[config.mk]
export PLATFORM = sky130hd
export DESIGN_NAME = decode_stage
export DESIGN_NICKNAME = d
export VERILOG_FILES = /design/src/design/decode_pkg.sv /design/src/design/stage_reg.sv /design/src/design/decode_ctrl.sv /design/src/design/imm_gen.sv /design/src/design/uop_assemble.sv /design/src/design/decode_stage.sv
export VERILOG_INCLUDE_DIRS = /design/src /design/src/include
export SDC_FILE = /design/constraint.sdc
export NUM_CORES = 1
export LEC_CHECK = 0
export ABC_AREA = 1
export CAP_MARGIN = 10
export CORE_UTILIZATION = 40
export CTS_CLUSTER_DIAMETER = 30
export CTS_CLUSTER_SIZE = 12
export DETAILED_ROUTE_END_ITERATION = 8
export DONT_BUFFER_PORTS = 1
export GPL_ROUTABILITY_DRIVEN = 0
export PLACE_DENSITY = 0.61
export SLEW_MARGIN = 20
export SYNTH_ARGS = -nofsm -noshare
export SYNTH_HDL_FRONTEND = slang
export SYNTH_SLANG_ARGS = --single-unit
[constraint.sdc]
create_clock -name clk -period 2.15 [get_ports clk]
set_input_delay 0 -clock clk [delete_from_list [all_inputs] [get_ports clk]]
set_output_delay 0 -clock clk [all_outputs]
set_load 0.01 [all_outputs]
[src/include/decode_defs.svh]
`ifndef DECODE_DEFS_SVH
`define DECODE_DEFS_SVH

// machine word width
`define M_WIDTH 32

// physical register specifier width
// architectural x0..x31 get zero-extended into this
`define LG_PRF_ENTRIES 6

// pattern history table index width
`define LG_PHT_SZ 8

// rv32i major opcodes, insn[6:0]
`define OPC_LOAD   7'h03
`define OPC_OP_IMM 7'h13
`define OPC_AUIPC  7'h17
`define OPC_STORE  7'h23
`define OPC_OP     7'h33
`define OPC_LUI    7'h37
`define OPC_BRANCH 7'h63
`define OPC_JALR   7'h67
`define OPC_JAL    7'h6f
`define OPC_SYSTEM 7'h73

`endif

[src/design/decode_pkg.sv]
`include "decode_defs.svh"

package decode_pkg;

	// decoded operation
	// II is zero so a cleared uop reads as illegal
	typedef enum logic [5:0] {
		II,
		NOP,
		LB,
		LH,
		LW,
		LBU,
		LHU,
		SB,
		SH,
		SW,
		ADDI,
		SLLI,
		SLTI,
		XORI,
		SRLI,
		SRAI,
		ORI,
		ANDI,
		ADDU,
		SUBU,
		SLL,
		XOR,
		AUIPC,
		LUI,
		BEQ,
		BNE,
		BLT,
		BGE,
		BLTU,
		BGEU,
		JR,
		JALR,
		J,
		JAL,
		BREAK
	} op_t;

	// immediate layout selector
	typedef enum logic [2:0] {
		FMT_NONE,
		FMT_I,
		FMT_S,
		FMT_B,
		FMT_U,
		FMT_J
	} imm_fmt_t;

	// fetch side bundle, 105 bits
	typedef struct packed {
		logic [31:0]             insn;
		logic [`M_WIDTH-1:0]     pc;
		logic                    insn_pred;
		logic [`LG_PHT_SZ-1:0]   pht_idx;
		logic [`M_WIDTH-1:0]     pred_target;
	} fetch_t;

	// decoded micro-op handed to rename
	typedef struct packed {
		op_t                        op;
		logic [`LG_PRF_ENTRIES-1:0] srcA;
		logic [`LG_PRF_ENTRIES-1:0] srcB;
		logic [`LG_PRF_ENTRIES-1:0] dst;
		logic                       srcA_valid;
		logic                       srcB_valid;
		logic                       dst_valid;
		logic [15:0]                imm;
		logic [`M_WIDTH-17:0]       jmp_imm;
		logic [31:0]                rvimm;
		logic [`M_WIDTH-1:0]        pc;
		logic [`LG_PHT_SZ-1:0]      pht_idx;
		logic                       serializing_op;
		logic                       br_pred;
		logic                       is_br;
		logic                       is_mem;
		logic                       is_int;
		logic                       is_store;
	} uop_t;

endpackage

[src/design/stage_reg.sv]
module stage_reg #(
	parameter type payload_t = logic
) (
	input  logic     clk,
	input  logic     arst_n,
	input  logic     in_valid,
	input  payload_t in_data,
	output logic     out_valid,
	output payload_t out_data
);

	// valid just follows the upstream strobe
	always_ff @(posedge clk or negedge arst_n)
	begin
		if (!arst_n)
			out_valid <= 1'b0;
		else
			out_valid <= in_valid;
	end

	// payload only moves on valid cycles
	// holds last value otherwise, keeps the datapath quiet
	// cleared so the stage reads all zero out of reset
	always_ff @(posedge clk or negedge arst_n)
	begin
		if (!arst_n)
			out_data <= '0;
		else if (in_valid)
			out_data <= in_data;
	end

	// downstream consumes on valid with no stall, so an X here is fatal
	a_valid_known: assert property (@(posedge clk) disable iff (!arst_n)
		!$isunknown(out_valid))
		else $error("stage_reg: out_valid unknown");

endmodule

[src/design/decode_ctrl.sv]
`include "decode_defs.svh"

module decode_ctrl (
	input  logic [31:0]          insn,
	output decode_pkg::op_t      op,
	output decode_pkg::imm_fmt_t fmt,
	output logic                 srcA_valid,
	output logic                 srcB_valid,
	output logic                 dst_valid,
	output logic                 is_mem,
	output logic                 is_int,
	output logic                 is_store,
	output logic                 is_br,
	output logic                 br_pred_static,
	output logic                 serializing
);
	import decode_pkg::*;

	logic [6:0] opcode;
	logic [2:0] funct3;
	logic [6:0] funct7;
	logic       rd_live;

	// writers to x0 collapse to a nop
	function automatic op_t wr_op(input op_t o, input logic live);
		wr_op = live ? o : NOP;
	endfunction

	assign opcode = insn[6:0];
	assign funct3 = insn[14:12];
	assign funct7 = insn[31:25];
	// rd field nonzero
	assign rd_live = (insn[11:7] != 5'd0);

	always_comb
	begin
		// default is illegal with nothing valid
		op = II;
		fmt = FMT_NONE;
		srcA_valid = 1'b0;
		srcB_valid = 1'b0;
		dst_valid = 1'b0;
		is_mem = 1'b0;
		is_int = 1'b0;
		is_store = 1'b0;
		is_br = 1'b0;
		br_pred_static = 1'b0;
		serializing = 1'b0;
		case (opcode)
		`OPC_LOAD:
		begin
			// srcA valid tracks the rd test here, not always set
			dst_valid = rd_live;
			srcA_valid = rd_live;
			is_mem = 1'b1;
			fmt = FMT_I;
			case (funct3)
			3'd0: op = wr_op(LB, rd_live);
			3'd1: op = wr_op(LH, rd_live);
			3'd2: op = wr_op(LW, rd_live);
			3'd4: op = wr_op(LBU, rd_live);
			3'd5: op = wr_op(LHU, rd_live);
			default: op = II;
			endcase
		end
		`OPC_OP_IMM:
		begin
			dst_valid = rd_live;
			srcA_valid = rd_live;
			is_int = 1'b1;
			fmt = FMT_I;
			case (funct3)
			3'd0: op = wr_op(ADDI, rd_live);
			3'd1: op = wr_op(SLLI, rd_live);
			3'd2: op = wr_op(SLTI, rd_live);
			// sltiu not supported, left illegal
			3'd3: op = II;
			3'd4: op = wr_op(XORI, rd_live);
			3'd5:
			begin
				// shift right, funct7 picks logical vs arith
				if (funct7 == 7'h00)
					op = wr_op(SRLI, rd_live);
				else if (funct7 == 7'h20)
					op = wr_op(SRAI, rd_live);
			end
			3'd6: op = wr_op(ORI, rd_live);
			default: op = wr_op(ANDI, rd_live);
			endcase
		end
		`OPC_STORE:
		begin
			srcA_valid = 1'b1;
			srcB_valid = 1'b1;
			is_mem = 1'b1;
			is_store = 1'b1;
			fmt = FMT_S;
			case (funct3)
			3'd0: op = SB;
			3'd1: op = SH;
			3'd2: op = SW;
			default: op = II;
			endcase
		end
		`OPC_OP:
		begin
			// only add/sub/sll/xor decoded
			dst_valid = rd_live;
			srcA_valid = 1'b1;
			srcB_valid = 1'b1;
			is_int = 1'b1;
			case ({funct7, funct3})
			{7'h00, 3'd0}: op = wr_op(ADDU, rd_live);
			{7'h20, 3'd0}: op = wr_op(SUBU, rd_live);
			{7'h00, 3'd1}: op = wr_op(SLL, rd_live);
			{7'h00, 3'd4}: op = wr_op(XOR, rd_live);
			default: op = II;
			endcase
		end
		`OPC_AUIPC, `OPC_LUI:
		begin
			op = wr_op((opcode == `OPC_LUI) ? LUI : AUIPC, rd_live);
			dst_valid = rd_live;
			is_int = 1'b1;
			fmt = FMT_U;
		end
		`OPC_BRANCH:
		begin
			// no static prediction on conditional branches
			srcA_valid = 1'b1;
			srcB_valid = 1'b1;
			is_int = 1'b1;
			fmt = FMT_B;
			case (funct3)
			3'd0: op = BEQ;
			3'd1: op = BNE;
			3'd4: op = BLT;
			3'd5: op = BGE;
			3'd6: op = BLTU;
			3'd7: op = BGEU;
			default: op = II;
			endcase
		end
		`OPC_JALR:
		begin
			// rd == x0 is a plain indirect jump
			op = rd_live ? JALR : JR;
			dst_valid = rd_live;
			srcA_valid = 1'b1;
			is_int = 1'b1;
			is_br = 1'b1;
			fmt = FMT_I;
		end
		`OPC_JAL:
		begin
			// direct target, always predicted taken
			op = rd_live ? JAL : J;
			dst_valid = rd_live;
			is_int = 1'b1;
			is_br = 1'b1;
			br_pred_static = 1'b1;
			fmt = FMT_J;
		end
		`OPC_SYSTEM:
		begin
			is_int = 1'b1;
			// ecall encoding treated as break, rest ignored
			if (insn[31:7] == 25'd0)
			begin
				op = BREAK;
				serializing = 1'b1;
			end
			else
				op = NOP;
		end
		default:
		begin
			op = II;
		end
		endcase
	end

	// rename stalls the machine on serializing, only break may ask for it
	always_comb
	begin
		if (serializing)
			a_ser_break: assert final (op == BREAK)
				else $error("decode_ctrl: serializing without BREAK");
	end

endmodule

[src/design/imm_gen.sv]
module imm_gen (
	input  logic [31:0]          insn,
	input  decode_pkg::imm_fmt_t fmt,
	output logic [31:0]          rvimm
);
	import decode_pkg::*;

	// sign bit always lives in insn[31]
	logic sgn;

	assign sgn = insn[31];

	always_comb
	begin
		case (fmt)
		FMT_I:
		begin
			// loads, alu imm, jalr
			rvimm = {{20{sgn}}, insn[31:20]};
		end
		FMT_S:
		begin
			// offset split around rs2
			rvimm = {{20{sgn}}, insn[31:25], insn[11:7]};
		end
		FMT_B:
		begin
			// halfword offset, bit 11 parked in insn[7]
			rvimm = {{19{sgn}}, sgn, insn[7], insn[30:25], insn[11:8], 1'b0};
		end
		FMT_U:
		begin
			// upper 20, low 12 zero
			rvimm = {insn[31:12], 12'd0};
		end
		FMT_J:
		begin
			// jal scramble, 21-bit halfword offset
			rvimm = {{11{sgn}}, sgn, insn[19:12], insn[20], insn[30:21], 1'b0};
		end
		default:
		begin
			// register-register and system carry no immediate
			rvimm = 32'd0;
		end
		endcase
	end

endmodule

[src/design/uop_assemble.sv]
`include "decode_defs.svh"

module uop_assemble (
	input  decode_pkg::fetch_t fetch,
	input  decode_pkg::op_t    op,
	input  logic [31:0]        rvimm,
	input  logic               srcA_valid,
	input  logic               srcB_valid,
	input  logic               dst_valid,
	input  logic               is_mem,
	input  logic               is_int,
	input  logic               is_store,
	input  logic               is_br,
	input  logic               br_pred_static,
	input  logic               serializing,
	output decode_pkg::uop_t   uop
);
	import decode_pkg::*;

	// zero pad from 5-bit arch reg to prf specifier
	localparam int ZP = `LG_PRF_ENTRIES - 5;

	logic [`LG_PRF_ENTRIES-1:0] rd;
	logic [`LG_PRF_ENTRIES-1:0] rs1;
	logic [`LG_PRF_ENTRIES-1:0] rs2;
	logic                       indirect;

	assign rd = {{ZP{1'b0}}, fetch.insn[11:7]};
	assign rs1 = {{ZP{1'b0}}, fetch.insn[19:15]};
	assign rs2 = {{ZP{1'b0}}, fetch.insn[24:20]};

	// jalr in either form, needs the predicted target
	assign indirect = (op == JR) || (op == JALR);

	always_comb
	begin
		uop = '0;
		uop.op = op;
		// specifiers only where the valid says so
		uop.srcA = srcA_valid ? rs1 : '0;
		uop.srcB = srcB_valid ? rs2 : '0;
		uop.dst = dst_valid ? rd : '0;
		uop.srcA_valid = srcA_valid;
		uop.srcB_valid = srcB_valid;
		uop.dst_valid = dst_valid;
		// predicted target split, low half in imm
		if (indirect)
		begin
			uop.imm = fetch.pred_target[15:0];
			uop.jmp_imm = fetch.pred_target[`M_WIDTH-1:16];
		end
		uop.rvimm = rvimm;
		// metadata straight from fetch
		uop.pc = fetch.pc;
		uop.pht_idx = fetch.pht_idx;
		uop.serializing_op = serializing;
		uop.br_pred = br_pred_static;
		uop.is_br = is_br;
		uop.is_mem = is_mem;
		uop.is_int = is_int;
		uop.is_store = is_store;
	end

	// a valid dst of x0 would allocate a prf entry for nothing
	// relies on the rd test in decode_ctrl
	always_comb
	begin
		if (uop.dst_valid)
			a_dst_nonzero: assert final (uop.dst != '0)
				else $error("uop_assemble: dst_valid with dst zero");
	end

endmodule

[src/design/decode_stage.sv]
`include "decode_defs.svh"

module decode_stage (
	input  logic                  clk,
	input  logic                  arst_n,
	input  logic                  insn_valid,
	input  logic [31:0]           insn,
	input  logic [`M_WIDTH-1:0]   pc,
	input  logic                  insn_pred,
	input  logic [`LG_PHT_SZ-1:0] pht_idx,
	input  logic [`M_WIDTH-1:0]   pred_target,
	output logic                  uop_valid,
	output decode_pkg::uop_t      uop
);
	import decode_pkg::*;

	fetch_t   fetch_d;
	fetch_t   fetch_q;
	logic     fetch_valid;
	op_t      op;
	imm_fmt_t fmt;
	logic     srcA_valid;
	logic     srcB_valid;
	logic     dst_valid;
	logic     is_mem;
	logic     is_int;
	logic     is_store;
	logic     is_br;
	logic     br_pred_static;
	logic     serializing;
	logic [31:0] rvimm;
	uop_t     uop_d;

	// pack the loose fetch inputs
	assign fetch_d.insn = insn;
	assign fetch_d.pc = pc;
	assign fetch_d.insn_pred = insn_pred;
	assign fetch_d.pht_idx = pht_idx;
	assign fetch_d.pred_target = pred_target;

	// cycle 1, capture fetch bundle
	stage_reg #(.payload_t(fetch_t)) u_fetch_reg (
		.clk       (clk),
		.arst_n    (arst_n),
		.in_valid  (insn_valid),
		.in_data   (fetch_d),
		.out_valid (fetch_valid),
		.out_data  (fetch_q)
	);

	decode_ctrl u_decode_ctrl (
		.insn           (fetch_q.insn),
		.op             (op),
		.fmt            (fmt),
		.srcA_valid     (srcA_valid),
		.srcB_valid     (srcB_valid),
		.dst_valid      (dst_valid),
		.is_mem         (is_mem),
		.is_int         (is_int),
		.is_store       (is_store),
		.is_br          (is_br),
		.br_pred_static (br_pred_static),
		.serializing    (serializing)
	);

	imm_gen u_imm_gen (
		.insn  (fetch_q.insn),
		.fmt   (fmt),
		.rvimm (rvimm)
	);

	uop_assemble u_uop_assemble (
		.fetch          (fetch_q),
		.op             (op),
		.rvimm          (rvimm),
		.srcA_valid     (srcA_valid),
		.srcB_valid     (srcB_valid),
		.dst_valid      (dst_valid),
		.is_mem         (is_mem),
		.is_int         (is_int),
		.is_store       (is_store),
		.is_br          (is_br),
		.br_pred_static (br_pred_static),
		.serializing    (serializing),
		.uop            (uop_d)
	);

	// cycle 2, register the uop
	stage_reg #(.payload_t(uop_t)) u_uop_reg (
		.clk       (clk),
		.arst_n    (arst_n),
		.in_valid  (fetch_valid),
		.in_data   (uop_d),
		.out_valid (uop_valid),
		.out_data  (uop)
	);

endmodule

==> out/summary.txt, run 1 <==
Status = did not finish
Failing step = clock tree synthesis
Err = [ERROR RSZ-0060] Max buffer count reached.
CTS Hold Bufs = 293
Sink Count = 240
Number of synthesized flops with an enable pin = 0
Sequential-to-total area share from yosys stat = 60.9%
Die span in y = 159 um
Number of synthesized register bits = 240
Postcts setup bufs = 0
Pre-CTS setup slack = 0.295 ns
Async S/R FF share, synth = 100%
I/O Buffers = 0
Row cnt = 57
Post-synth top area cell = dfrtp_1
Syn avg cell area = 9.09 sq um
Cell area after synthesis = 0.00986 sq mm
HPWL Detailed = 15.2 mm
Post-synth top area share = 60.9%
Yosys warning count = 0
Initial Utilization = 40.7%
Top post-synthesis cells by area = dfrtp_1, nand2_1, o21ai_0
Top_reg_cell synth = dfrtp_1
Die width = 159 um
Post-Synthesis Cells = 1085
Synth cell types = 36
Root buf cell = clkbuf_16
H-tree depth = 2
Post-CTS Resized = 0
Num CTS Buffers = 54
Longest Clk Path Bufs = 3
I/O pin count = 246
per-stage QoR:
step / utilization [%] / std cells / hold slack (ns) / instance area [sq um]
global placement: 41.7 / 1363 / -0.291 / 10100
floorplan: - / 1087 / -0.296 / 9870
detailed placement: 41.7 / 1363 / -0.291 / 10100
kinds of logic after synthesis:
| family | synth area share, % |
|---|---|
| flip-flops | 60.9 |
| AO/OA/AOI/OAI | 14.3 |
| AND/OR/NAND/NOR | 17.1 |
| other | 0.0380 |
| multiplexers | 0.228 |
| buffers and inverters | 7.40 |
synth_stat cells (4+ instances only):
| master | count |
|---|---|
| nand2_4 | 4 |
| dfrtp_1 | 240 |
| o21ai_1 | 18 |
| inv_2 | 8 |
| a22oi_1 | 4 |
| nand2_1 | 326 |
| nand4_1 | 4 |
| o31ai_1 | 33 |
| nand3_1 | 24 |
| inv_1 | 111 |
| o21ai_0 | 170 |
| a21oi_1 | 11 |
| nor2_1 | 33 |
| buf_2 | 12 |
| o21ai_2 | 10 |
| clkbuf_1 | 40 |
| nor2_2 | 7 |
==> run 2, diff against run 1 <==
CORE_UTILIZATION = 25   (was 40)
CTS_CLUSTER_DIAMETER = default   (was 30)
CTS_CLUSTER_SIZE = default   (was 12)
PLACE_DENSITY = default   (was 0.61)
PLACE_DENSITY_LB_ADDON = 0.15   (was default)
==> out/summary.txt, run 2 <==
Post-synth top area cell = dfrtp_1 (unchanged)
CTS tree = done
Async S/R FF share, synth = 100% (unchanged)
Cell Count, Final, Fillers Out = 1849
Sink Count = 240 (unchanged)
Worst Path Required = 2.64 ns
I/O Buffers = 0 (unchanged)
Critical Path Most Common Cell = dlygate4sd3_1
Global-route wire length before repair = 48.9 mm
Row cnt = 72 (was 57)
Crit-path max FO = 139
Power density over the cells = 807 mW/mm^2
H-tree depth = 1 (was 2)
DR vias = 8117
WL/cell = 16.4 um
Worst path top cell family by delay = buffers and inverters
Critical path class = in2reg
Layout area overhead = 39.8%
Initial Utilization = 25.5% (was 40.7%)
Clk_lat worst skew = 0.55 ns
Worst Hold Margin = -0.861 ns
Slew @ Worst Pin = 0.606 ns
Syn avg cell area = 9.09 sq um (unchanged)
Period utilization = 94.7%
CP max stage cell = dlygate4sd3_1
HPWL Detailed = 18.5 mm (was 15.2 mm)
Most common cell after layout, fill and taps aside = nand2_1
Seq pwr share = 45.9%
Core area = 0.0387 sq mm
Hold Path Class = in2async
I/O pin count = 246 (unchanged)
Setup TNS = 0 ns
Worst-path clk slew = 0.06 ns
FILL cells = 4029
Residual DRC = 0
Num CTS Buffers = 28 (was 54)
Multi-input gate area = 0.00313 sq mm
RSZ-0062 raised after global routing = false
Sequence of cells on the critical path = dlygate4sd3_1 > buf_16 > nand2_1 > dlygate4sd3_1 > o21ai_0 > dlygate4sd3_1
Cell area after synthesis = 0.00986 sq mm (unchanged)
Hold Vio Cnt, Final = 240
Crit-path max cell delay = 0.63 ns
Commonest non-fill, non-tap cells in the layout = nand2_1, dfrtp_1, dlygate4sd3_1, o21ai_0, inv_1
Number of synthesized flops with an enable pin = 0 (unchanged)
Count of pins over their slew limit = 0
Sequential-to-total area share from yosys stat = 60.9% (unchanged)
Yosys warning count = 0 (unchanged)
Rel. slew slack = 59.6%
Postcts setup bufs = 0 (unchanged)
Via density = 4.39
Synth cell types = 36 (unchanged)
Final antenna-violating net count = 0
Post-Synthesis Cells = 1085 (unchanged)
N_diodes = 0
Type of origin of the critical path = input port
Max reg flops = 134
Top_reg_cell synth = dfrtp_1 (unchanged)
Gate power share = 9.4%
Register area = 0.00601 sq mm
Total grt overflow = 0
CP arrival = 2.52 ns
Post-CTS Resized = 0 (unchanged)
Die width = 201 um (was 159 um)
CP Capture Type = flip-flop
Cell with the most instances after synthesis = nand2_1 (unchanged)
Internal Power = 8.37 mW
Final nets = 1418
Largest net degree at the start of global routing = 241
Final setup vio count = 0
Worst Clk Skew = 0.00907 ns
Die Area = 0.0402 sq mm
Post-synth top cells = nand2_1, dfrtp_1, o21ai_0 (unchanged)
Switch Pwr = 2.75 mW
Buf/Inv on CP = 4
Top Registers = u_uop_reg.out_data x134, u_fetch_reg.out_data x104
Top post-synthesis cells by area = dfrtp_1, nand2_1, o21ai_0 (unchanged)
Fmax = 491 MHz
Static Leak = 6.37 nW
Dpl cells = 1560 (was 1363)
Die span in y = 201 um (was 159 um)
Layout cells sized above 1 = 7.81%
Max-cap violations = 0
Number of synthesized register bits = 240 (unchanged)
Longest Clk Path Bufs = 3 (unchanged)
Total GRT Usage = 15.2%
Drt total wl = 30.3 mm
Post-synth top area share = 60.9% (unchanged)
CTS Hold Bufs = 238 (was 293)
Violated checks = negative hold slack
Worst vdd ir = 524 uV
Initial DRC Count = 361
Post-layout minimum cycle time = 2.04 ns
Initial antenna violation count = 1
Largest Register = u_uop_reg.out_data
TritonRoute pass-1 iters = 6
Root buf cell = clkbuf_16 (unchanged)
Vias in the first global route = 8394
Clk pwr share = 44.7%
Sw frac = 24.7%
Status = finished, violations left (was did not finish)
[run 2: cell counts after synthesis]
Identical to the previous run, type by type.
[run 2: cells by family after synthesis]
| group | after synthesis | share of synthesized area [%] |
|---|---|---|
| compound gates | 252 | 14.3 |
| buf+inv | 180 | 7.40 |
| flops | 240 | 60.9 |
| mux | 2 | 0.228 |
| other cells | 1 | 0.0380 |
| simple gates | 410 | 17.1 |
[run 2: area by class of cell]
type                            instances  share of cell area (%)
Multi-Input combinational cell        667                    22.7
Tap cell                              518                    4.70
Clock buffer                           39                    5.97
Inverter                              120                    3.30
Sequential cell                       240                    43.6
Clock inverter                         12                    1.03
Timing Repair Buffer                  253                    18.7
[run 2: worst paths after layout]
kind	end	slack [ns]	cells past startpoint	startpoint
worst max register to register	u_uop_reg.out_data[131]	0.28	10	u_fetch_reg.out_data[84]
max in group asynchronous	u_fetch_reg.out_data[100]	2.69	0	arst_n
worst max-delay path	u_fetch_reg.out_data[41]	0.11	6	insn_valid
worst min-delay path	u_fetch_reg.out_data[26]	-0.86	0	arst_n
min in group clk	u_fetch_reg.out_data[27]	0.11	3	pred_target[27]
worst min register to register	u_uop_reg.out_data[30]	0.51	2	u_fetch_reg.out_data[57]
[run 2: per-stage QoR]
stage / worst slack [ns] / util, % / power [mW] / area [sq um]
after floorplan: 0.648 / - / 5.61 / 9870
after global placement: 0.280 / 26.9 / 5.79 / 10400
after detailed placement: 0.268 / 26.9 / 5.80 / 10400
after CTS: 0.221 / 35.6 / 11.3 / 13800
after global routing: 0.0119 / 35.6 / 11.7 / 13800
final: 0.113 / 35.6 / 11.1 / 13800
[run 2: worst register-to-register path, delay by kind of cell (launching register included)]
family,cells,cell delay [ns]
DFF,1,0.37
and+or+nand+nor,10,1.39
[run 2: layer usage]
layer  wire length (um)  track usage, %  vias up
met2              13200            23.0      206
met1              14000            20.8     3940
met5                 13               0        -
met3               2430            4.68       43
li1                   -               -     3926
met4                615            4.47        2
[run 2: power groups by stage]
stage | clock network [mW] | logic (mW) | registers (mW)
after CTS | 5.17 | 1.05 | 5.11
after global routing | 5.36 | 1.19 | 5.14
final | 4.97 | 1.05 | 5.10
after global placement | 0 | 0.603 | 5.18
after floorplan | 0 | 0.506 | 5.10
after detailed placement | 0 | 0.613 | 5.19
Power figures use the tool's default switching activity.
==> run 3, diff against run 2 <==
CORE_UTILIZATION = 55   (was 25)
SKIP_CTS_REPAIR_TIMING = 1   (was default)
==> out/summary.txt, run 3 (same netlist as run 2, synthesis figures left out) <==
Status = finished, violations left (unchanged)
Violated checks = negative hold slack (unchanged)
Multi-input gate area = 0.00313 sq mm (unchanged)
I/O pin count = 246 (unchanged)
Final nets = 1334 (was 1418)
Max reg flops = 134 (unchanged)
Root buf cell = clkbuf_16 (unchanged)
Total GRT Usage = 24.6% (was 15.2%)
Slew @ Worst Pin = 0.626 ns (was 0.606 ns)
Drt total wl = 25.9 mm (was 30.3 mm)
Count of pins over their slew limit = 0 (unchanged)
Critical path class = reg2reg (was in2reg)
Hold Path Class = in2async (unchanged)
Initial antenna violation count = 0 (was 1)
CP arrival = 2.26 ns (was 2.52 ns)
Worst Clk Skew = 0.0180 ns (was 0.00907 ns)
Die width = 136 um (was 201 um)
Final setup vio count = 0 (unchanged)
Commonest non-fill, non-tap cells in the layout = nand2_1, dfrtp_1, o21ai_0, dlygate4sd3_1, inv_1 (was nand2_1, dfrtp_1, dlygate4sd3_1, o21ai_0, inv_1)
Most common cell after layout, fill and taps aside = nand2_1 (unchanged)
Num CTS Buffers = 26 (was 28)
TritonRoute pass-1 iters = 5 (was 6)
Clk_lat worst skew = 0.53 ns (was 0.55 ns)
HPWL Detailed = 14.8 mm (was 18.5 mm)
Total grt overflow = 0 (unchanged)
Layout area overhead = 27.3% (was 39.8%)
I/O Buffers = 0 (unchanged)
Largest Register = u_uop_reg.out_data (unchanged)
Residual DRC = 0 (unchanged)
Static Leak = 6.06 nW (was 6.37 nW)
Global-route wire length before repair = 35.5 mm (was 48.9 mm)
Vias in the first global route = 6687 (was 8394)
Initial Utilization = 56.6% (was 25.5%)
H-tree depth = 1 (unchanged)
Sink Count = 240 (unchanged)
Via density = 5.35 (was 4.39)
RSZ-0062 raised after global routing = false (unchanged)
PnR worst setup slack = 0.306 ns (was 0.113 ns)
Rel. slew slack = 58.0% (was 59.6%)
Worst-path clk slew = 0.06 ns (about the same)
Final antenna-violating net count = 0 (unchanged)
CP Capture Type = flip-flop (unchanged)
Die Area = 0.0185 sq mm (was 0.0402 sq mm)
R2R cell count = 10 (unchanged)
Type of origin of the critical path = flip-flop (was input port)
Core area = 0.0174 sq mm (was 0.0387 sq mm)
Worst Hold Margin = -0.833 ns (was -0.861 ns)
Max-cap violations = 0 (unchanged)
Layout cells sized above 1 = 7.54% (was 7.81%)
R2r setup slk = 0.31 ns (was 0.28 ns)
Largest net degree at the start of global routing = 241 (unchanged)
Setup TNS = 0 ns (unchanged)
Die span in y = 136 um (was 201 um)
CTS tree = done (unchanged)
WL/cell = 17.6 um (was 16.4 um)
Hold Vio Cnt, Final = 240 (unchanged)
Post-layout minimum cycle time = 1.84 ns (was 2.04 ns)
Period utilization = 85.8% (was 94.7%)
Fmax = 542 MHz (was 491 MHz)
Pre-CTS setup slack = 0.323 ns (was 0.268 ns)
Row cnt = 48 (was 72)
DR vias = 7868 (was 8117)
Longest Clk Path Bufs = 3 (unchanged)
Worst vdd ir = 733 uV (was 524 uV)
Register area = 0.00601 sq mm (unchanged)
Power density over the cells = 856 mW/mm^2 (was 807 mW/mm^2)
R2r startpoint = u_fetch_reg.out_data[84] (unchanged)
Worst Path Required = 2.56 ns (was 2.64 ns)
Reg-to-reg endpoint = u_uop_reg.out_data[131] (unchanged)
Top Registers = u_uop_reg.out_data x134, u_fetch_reg.out_data x104 (unchanged)
FILL cells = 1250 (was 4029)
Initial DRC Count = 516 (was 361)
Crit-path max FO = 11 (was 139)
run 3: cell count changes in the layout (fill, tap and decap cells not counted), moves of 2 or more:
cell / previous run / this run
buf_12: 5 / 3
buf_4: 10 / 6
clkbuf_16: 29 / 26
clkinv_2: 7 / 4
dlygate4sd3_1: 237 / 161
run 3: per-stage QoR:
stage	util, %	total power, mW	instances	area (sq um)
final	72.0	10.7	1472	12500
after global routing	72.0	11.2	1471	12500
after CTS	62.6	10.5	1309	10900
after detailed placement	57.3	5.75	1261	9980
after global placement	57.3	5.72	1261	9980
after floorplan	-	5.61	1087	9870
run 3: how the worst max path moves through the flow:
stage                                   startpoint                       to  cells past startpoint
after floorplan           u_fetch_reg.out_data[74]   u_uop_reg.out_data[67]                     11
after detailed placement  u_fetch_reg.out_data[74]  u_uop_reg.out_data[114]                      8
after CTS                 u_fetch_reg.out_data[74]  u_uop_reg.out_data[114]                      8
after global routing      u_fetch_reg.out_data[84]  u_uop_reg.out_data[131]                     10
final                     u_fetch_reg.out_data[84]  u_uop_reg.out_data[131]                     10
after global placement    u_fetch_reg.out_data[74]  u_uop_reg.out_data[116]                      8
run 3: routing by layer:
metal / part of all wire (%) / routed length (um) / vias to the layer above / global-route usage [%]
met4: 2.2 / 574 / 0 / 6.73
met3: 8.7 / 2260 / 46 / 9.10
met5: 0 / 0 / - / 0
li1: - / - / 3743 / -
met1: 42 / 10800 / 3780 / 33.2
met2: 47 / 12300 / 299 / 37.6
run 3: power by group:
group / internal, mW / switching, mW
combinational: 0.420 / 0.496
clock: 2.92 / 1.79
sequential: 4.83 / 0.281
run 3: area by class of cell:
class	count	share of cell area, %
diodes	1	0.0199
clock buffers	37	5.99
inverters	120	3.63
repair buffers	171	13.9
well taps	225	2.24
clock inverters	11	1.40
flip-flops and latches	240	47.9
multi-input cells	667	25.0
run 3: worst max-delay path: stages, from the launching register on:
cell and delay, ns:
dfrtp_1 0.40, nor2_1 0.20, nand3_1 0.37, nor2_1 0.24, nand3_1 0.09, nand2_1 0.08
nand2_1 0.05, nor2_1 0.08, nand3_1 0.09, nand2_1 0.07, nand2_1 0.05
==> run 4, diff against run 3 <==
ABC_AREA = 0   (was 1)
==> out/summary.txt, run 4 <==
FILL cells = 1158 (was 1250)
PnR worst setup slack = -0.297 ns (was 0.306 ns)
Async S/R FF share, synth = 100% (unchanged)
Hold Vio Cnt, Final = 240 (unchanged)
Core area = 0.0180 sq mm (was 0.0174 sq mm)
M3 GR Usage = 8.83% (was 9.10%)
Multi-input gate area = 0.00381 sq mm (was 0.00313 sq mm)
N_diodes = 0 (was 1)
Initial antenna violation count = 0 (unchanged)
Count of pins over their slew limit = 0 (unchanged)
Power density over the cells = 813 mW/mm^2 (was 856 mW/mm^2)
Register area = 0.00601 sq mm (about the same)
Period utilization = 114% (was 85.8%)
Post-layout minimum cycle time = 2.45 ns (was 1.84 ns)
CP Capture Type = flip-flop (unchanged)
Setup TNS = -7.93 ns (was 0 ns)
Slew @ Worst Pin = 0.617 ns (was 0.626 ns)
Top_reg_cell synth = dfrtp_1 (unchanged)
Final instance area = 0.0132 sq mm (was 0.0125 sq mm)
RSZ-0062 raised after global routing = true (was false)
Post-synth top area cell = dfrtp_1 (unchanged)
Top Registers = u_uop_reg.out_data x134, u_fetch_reg.out_data x104 (unchanged)
Worst path top cell family by delay = simple AND/OR/NAND/NOR gates (unchanged)
Via density = 5.87 (was 5.35)
R2r setup slk = -0.30 ns (was 0.31 ns)
Critical path depth in cells = 8 (was 10)
Vias in the first global route = 6582 (was 6687)
I/O pin count = 246 (unchanged)
Root buf cell = clkbuf_16 (unchanged)
Hold Path Class = in2async (unchanged)
Die span in y = 138 um (was 136 um)
Rel. slew slack = 58.5% (was 58.0%)
Global-route wire length before repair = 35.9 mm (was 35.5 mm)
Reg-to-reg endpoint = u_uop_reg.out_data[107] (was u_uop_reg.out_data[131])
Worst vdd ir = 831 uV (was 733 uV)
Die width = 138 um (was 136 um)
Number of synthesized register bits = 240 (unchanged)
Max-cap violations = 0 (unchanged)
Buf/Inv on CP = 2 (was 0)
WL/cell = 21.7 um (was 17.6 um)
Critical path class = reg2reg (unchanged)
GR peak layer = met2 (unchanged)
Max reg flops = 134 (unchanged)
I/O Buffers = 0 (unchanged)
Longest Clk Path Bufs = 3 (unchanged)
Initial Utilization = 56.3% (was 56.6%)
Sink Count = 240 (unchanged)
Post-synth top cells = dfrtp_1, mux2_2, nand2_1 (was nand2_1, dfrtp_1, o21ai_0)
Worst Path Required = 2.56 ns (about the same)
Die Area = 0.0189 sq mm (was 0.0185 sq mm)
Status = finished, violations left (unchanged)
Violated checks = negative hold slack, negative setup slack (was negative hold slack)
Post-Synthesis Cells = 776 (was 1085)
TritonRoute pass-1 iters = 5 (unchanged)
Post-synth top area share = 59.4% (was 60.9%)
Top post-synthesis cells by area = dfrtp_1, mux2_2, o32ai_2 (was dfrtp_1, nand2_1, o21ai_0)
Placed instance area = 0.0108 sq mm (was 0.00998 sq mm)
HPWL Detailed = 15.7 mm (was 14.8 mm)
Cell with the most instances after synthesis = dfrtp_1 (was nand2_1)
Crit-path max FO = 9 (was 11)
Final nets = 1071 (was 1334)
Final setup vio count = 33 (was 0)
Number of synthesized flops with an enable pin = 0 (unchanged)
Clk_lat worst skew = 0.54 ns (was 0.53 ns)
Worst Hold Margin = -0.834 ns (was -0.833 ns)
Residual DRC = 0 (unchanged)
Most common cell after layout, fill and taps aside = dfrtp_1 (was nand2_1)
CTS tree = done (unchanged)
Total GRT Usage = 24.7% (was 24.6%)
Num CTS Buffers = 26 (unchanged)
Largest net degree at the start of global routing = 241 (unchanged)
Layout cells sized above 1 = 31.4% (was 7.54%)
H-tree depth = 1 (unchanged)
R2R cell count = 8 (was 10)
CP arrival = 2.86 ns (was 2.26 ns)
Commonest non-fill, non-tap cells in the layout = dfrtp_1, mux2_2, dlygate4sd3_1, buf_4, nand2_1 (was nand2_1, dfrtp_1, o21ai_0, dlygate4sd3_1, inv_1)
GR Layer Usage met2 = 38.2% (was 37.6%)
Worst-path clk slew = 0.06 ns (about the same)
Cell area after synthesis = 0.0101 sq mm (was 0.00986 sq mm)
Yosys warning count = 0 (unchanged)
Row cnt = 49 (was 48)
Sequence of cells on the critical path = or4_4 > nand2b_4 > or4_4 > nor3_4 > nor4b_4 > buf_12 > buf_12 > o32ai_2 (was nor2_1 > nand3_1 > nor2_1 > nand3_1 > nand2_1 > nand2_1 > nor2_1 > nand3_1 > nand2_1 > nand2_1)
Crit-path max cell delay = 0.54 ns (was 0.40 ns)
Synth cell types = 51 (was 36)
GRT met1 Usage = 32.5% (was 33.2%)
Static Leak = 5.59 nW (was 6.06 nW)
Fmax = 409 MHz (was 542 MHz)
Sequential-to-total area share from yosys stat = 59.4% (was 60.9%)
Initial DRC Count = 335 (was 516)
Drt total wl = 26.3 mm (was 25.9 mm)
Type of origin of the critical path = flip-flop (unchanged)
R2r startpoint = u_fetch_reg.out_data[80] (was u_fetch_reg.out_data[84])
CP max stage cell = or4_4 (was dfrtp_1)
Syn avg cell area = 13.0 sq um (was 9.09 sq um)
Total grt overflow = 0 (unchanged)
Worst Clk Skew = 0.0233 ns (was 0.0180 ns)
Final antenna-violating net count = 0 (unchanged)
DR vias = 7108 (was 7868)
Layout area overhead = 30.7% (was 27.3%)
Largest Register = u_uop_reg.out_data (unchanged)
## run 4: worst max-delay path by stage
stage                              from                 endpoint  slack, ns
6_report       u_fetch_reg.out_data[80]  u_uop_reg.out_data[107]      -0.30
2_1_floorplan  u_fetch_reg.out_data[80]   u_uop_reg.out_data[92]       -0.1
5_1_grt        u_fetch_reg.out_data[80]  u_uop_reg.out_data[102]      -0.36
3_5_place_dp   u_fetch_reg.out_data[80]  u_uop_reg.out_data[107]      -0.26
3_3_place_gp   u_fetch_reg.out_data[80]   u_uop_reg.out_data[81]      -0.20
4_1_cts        u_fetch_reg.out_data[80]  u_uop_reg.out_data[107]      -0.29
## run 4: report_power, final
group	internal, mW	leakage (nW)	total, mW	switching (mW)
combinational	0.665	2.14	1.13	0.467
clock	2.69	0.427	4.46	1.77
sequential	4.85	3.02	5.16	0.309
total	8.20	5.59	10.7	2.55
## run 4: area by class of cell
type	instances	share of cell area, %
Tap cell	229	2.17
Clock buffer	39	5.75
Sequential cell	240	45.5
Clock inverter	8	0.824
Inverter	42	1.19
Timing Repair Buffer	212	15.7
Multi-Input combinational cell	441	28.9
## run 4: metrics by stage
| stage | cells | worst slack [ns] | util (%) | power, mW |
|---|---|---|---|---|
| 5_1_grt | 1211 | -0.357 | 73.6 | 11.1 |
| 3_5_place_dp | 1026 | -0.257 | 60.3 | 6.03 |
| 2_1_floorplan | 778 | -0.0982 | - | 5.74 |
| 4_1_cts | 1073 | -0.286 | 65.1 | 10.5 |
| 3_3_place_gp | 1026 | -0.200 | 60.3 | 5.99 |
| 6_report | 1211 | -0.297 | 73.6 | 10.7 |
## run 4: cell families after synthesis
family / Yosys count / share of synthesized area [%]
buf+inv: 97 / 4.02
simple gates: 133 / 6.70
mux: 139 / 15.5
compound gates: 165 / 14.3
xor+xnor: 1 / 0.0866
flops: 240 / 59.4
other cells: 1 / 0.0371
## run 4: routing by layer
| metal | wire [um] | share of wire (%) |
|---|---|---|
| met1 | 10600 | 40 |
| met4 | 632 | 2.4 |
| met5 | 0 | 0 |
| met3 | 2200 | 8.4 |
| met2 | 12900 | 49 |
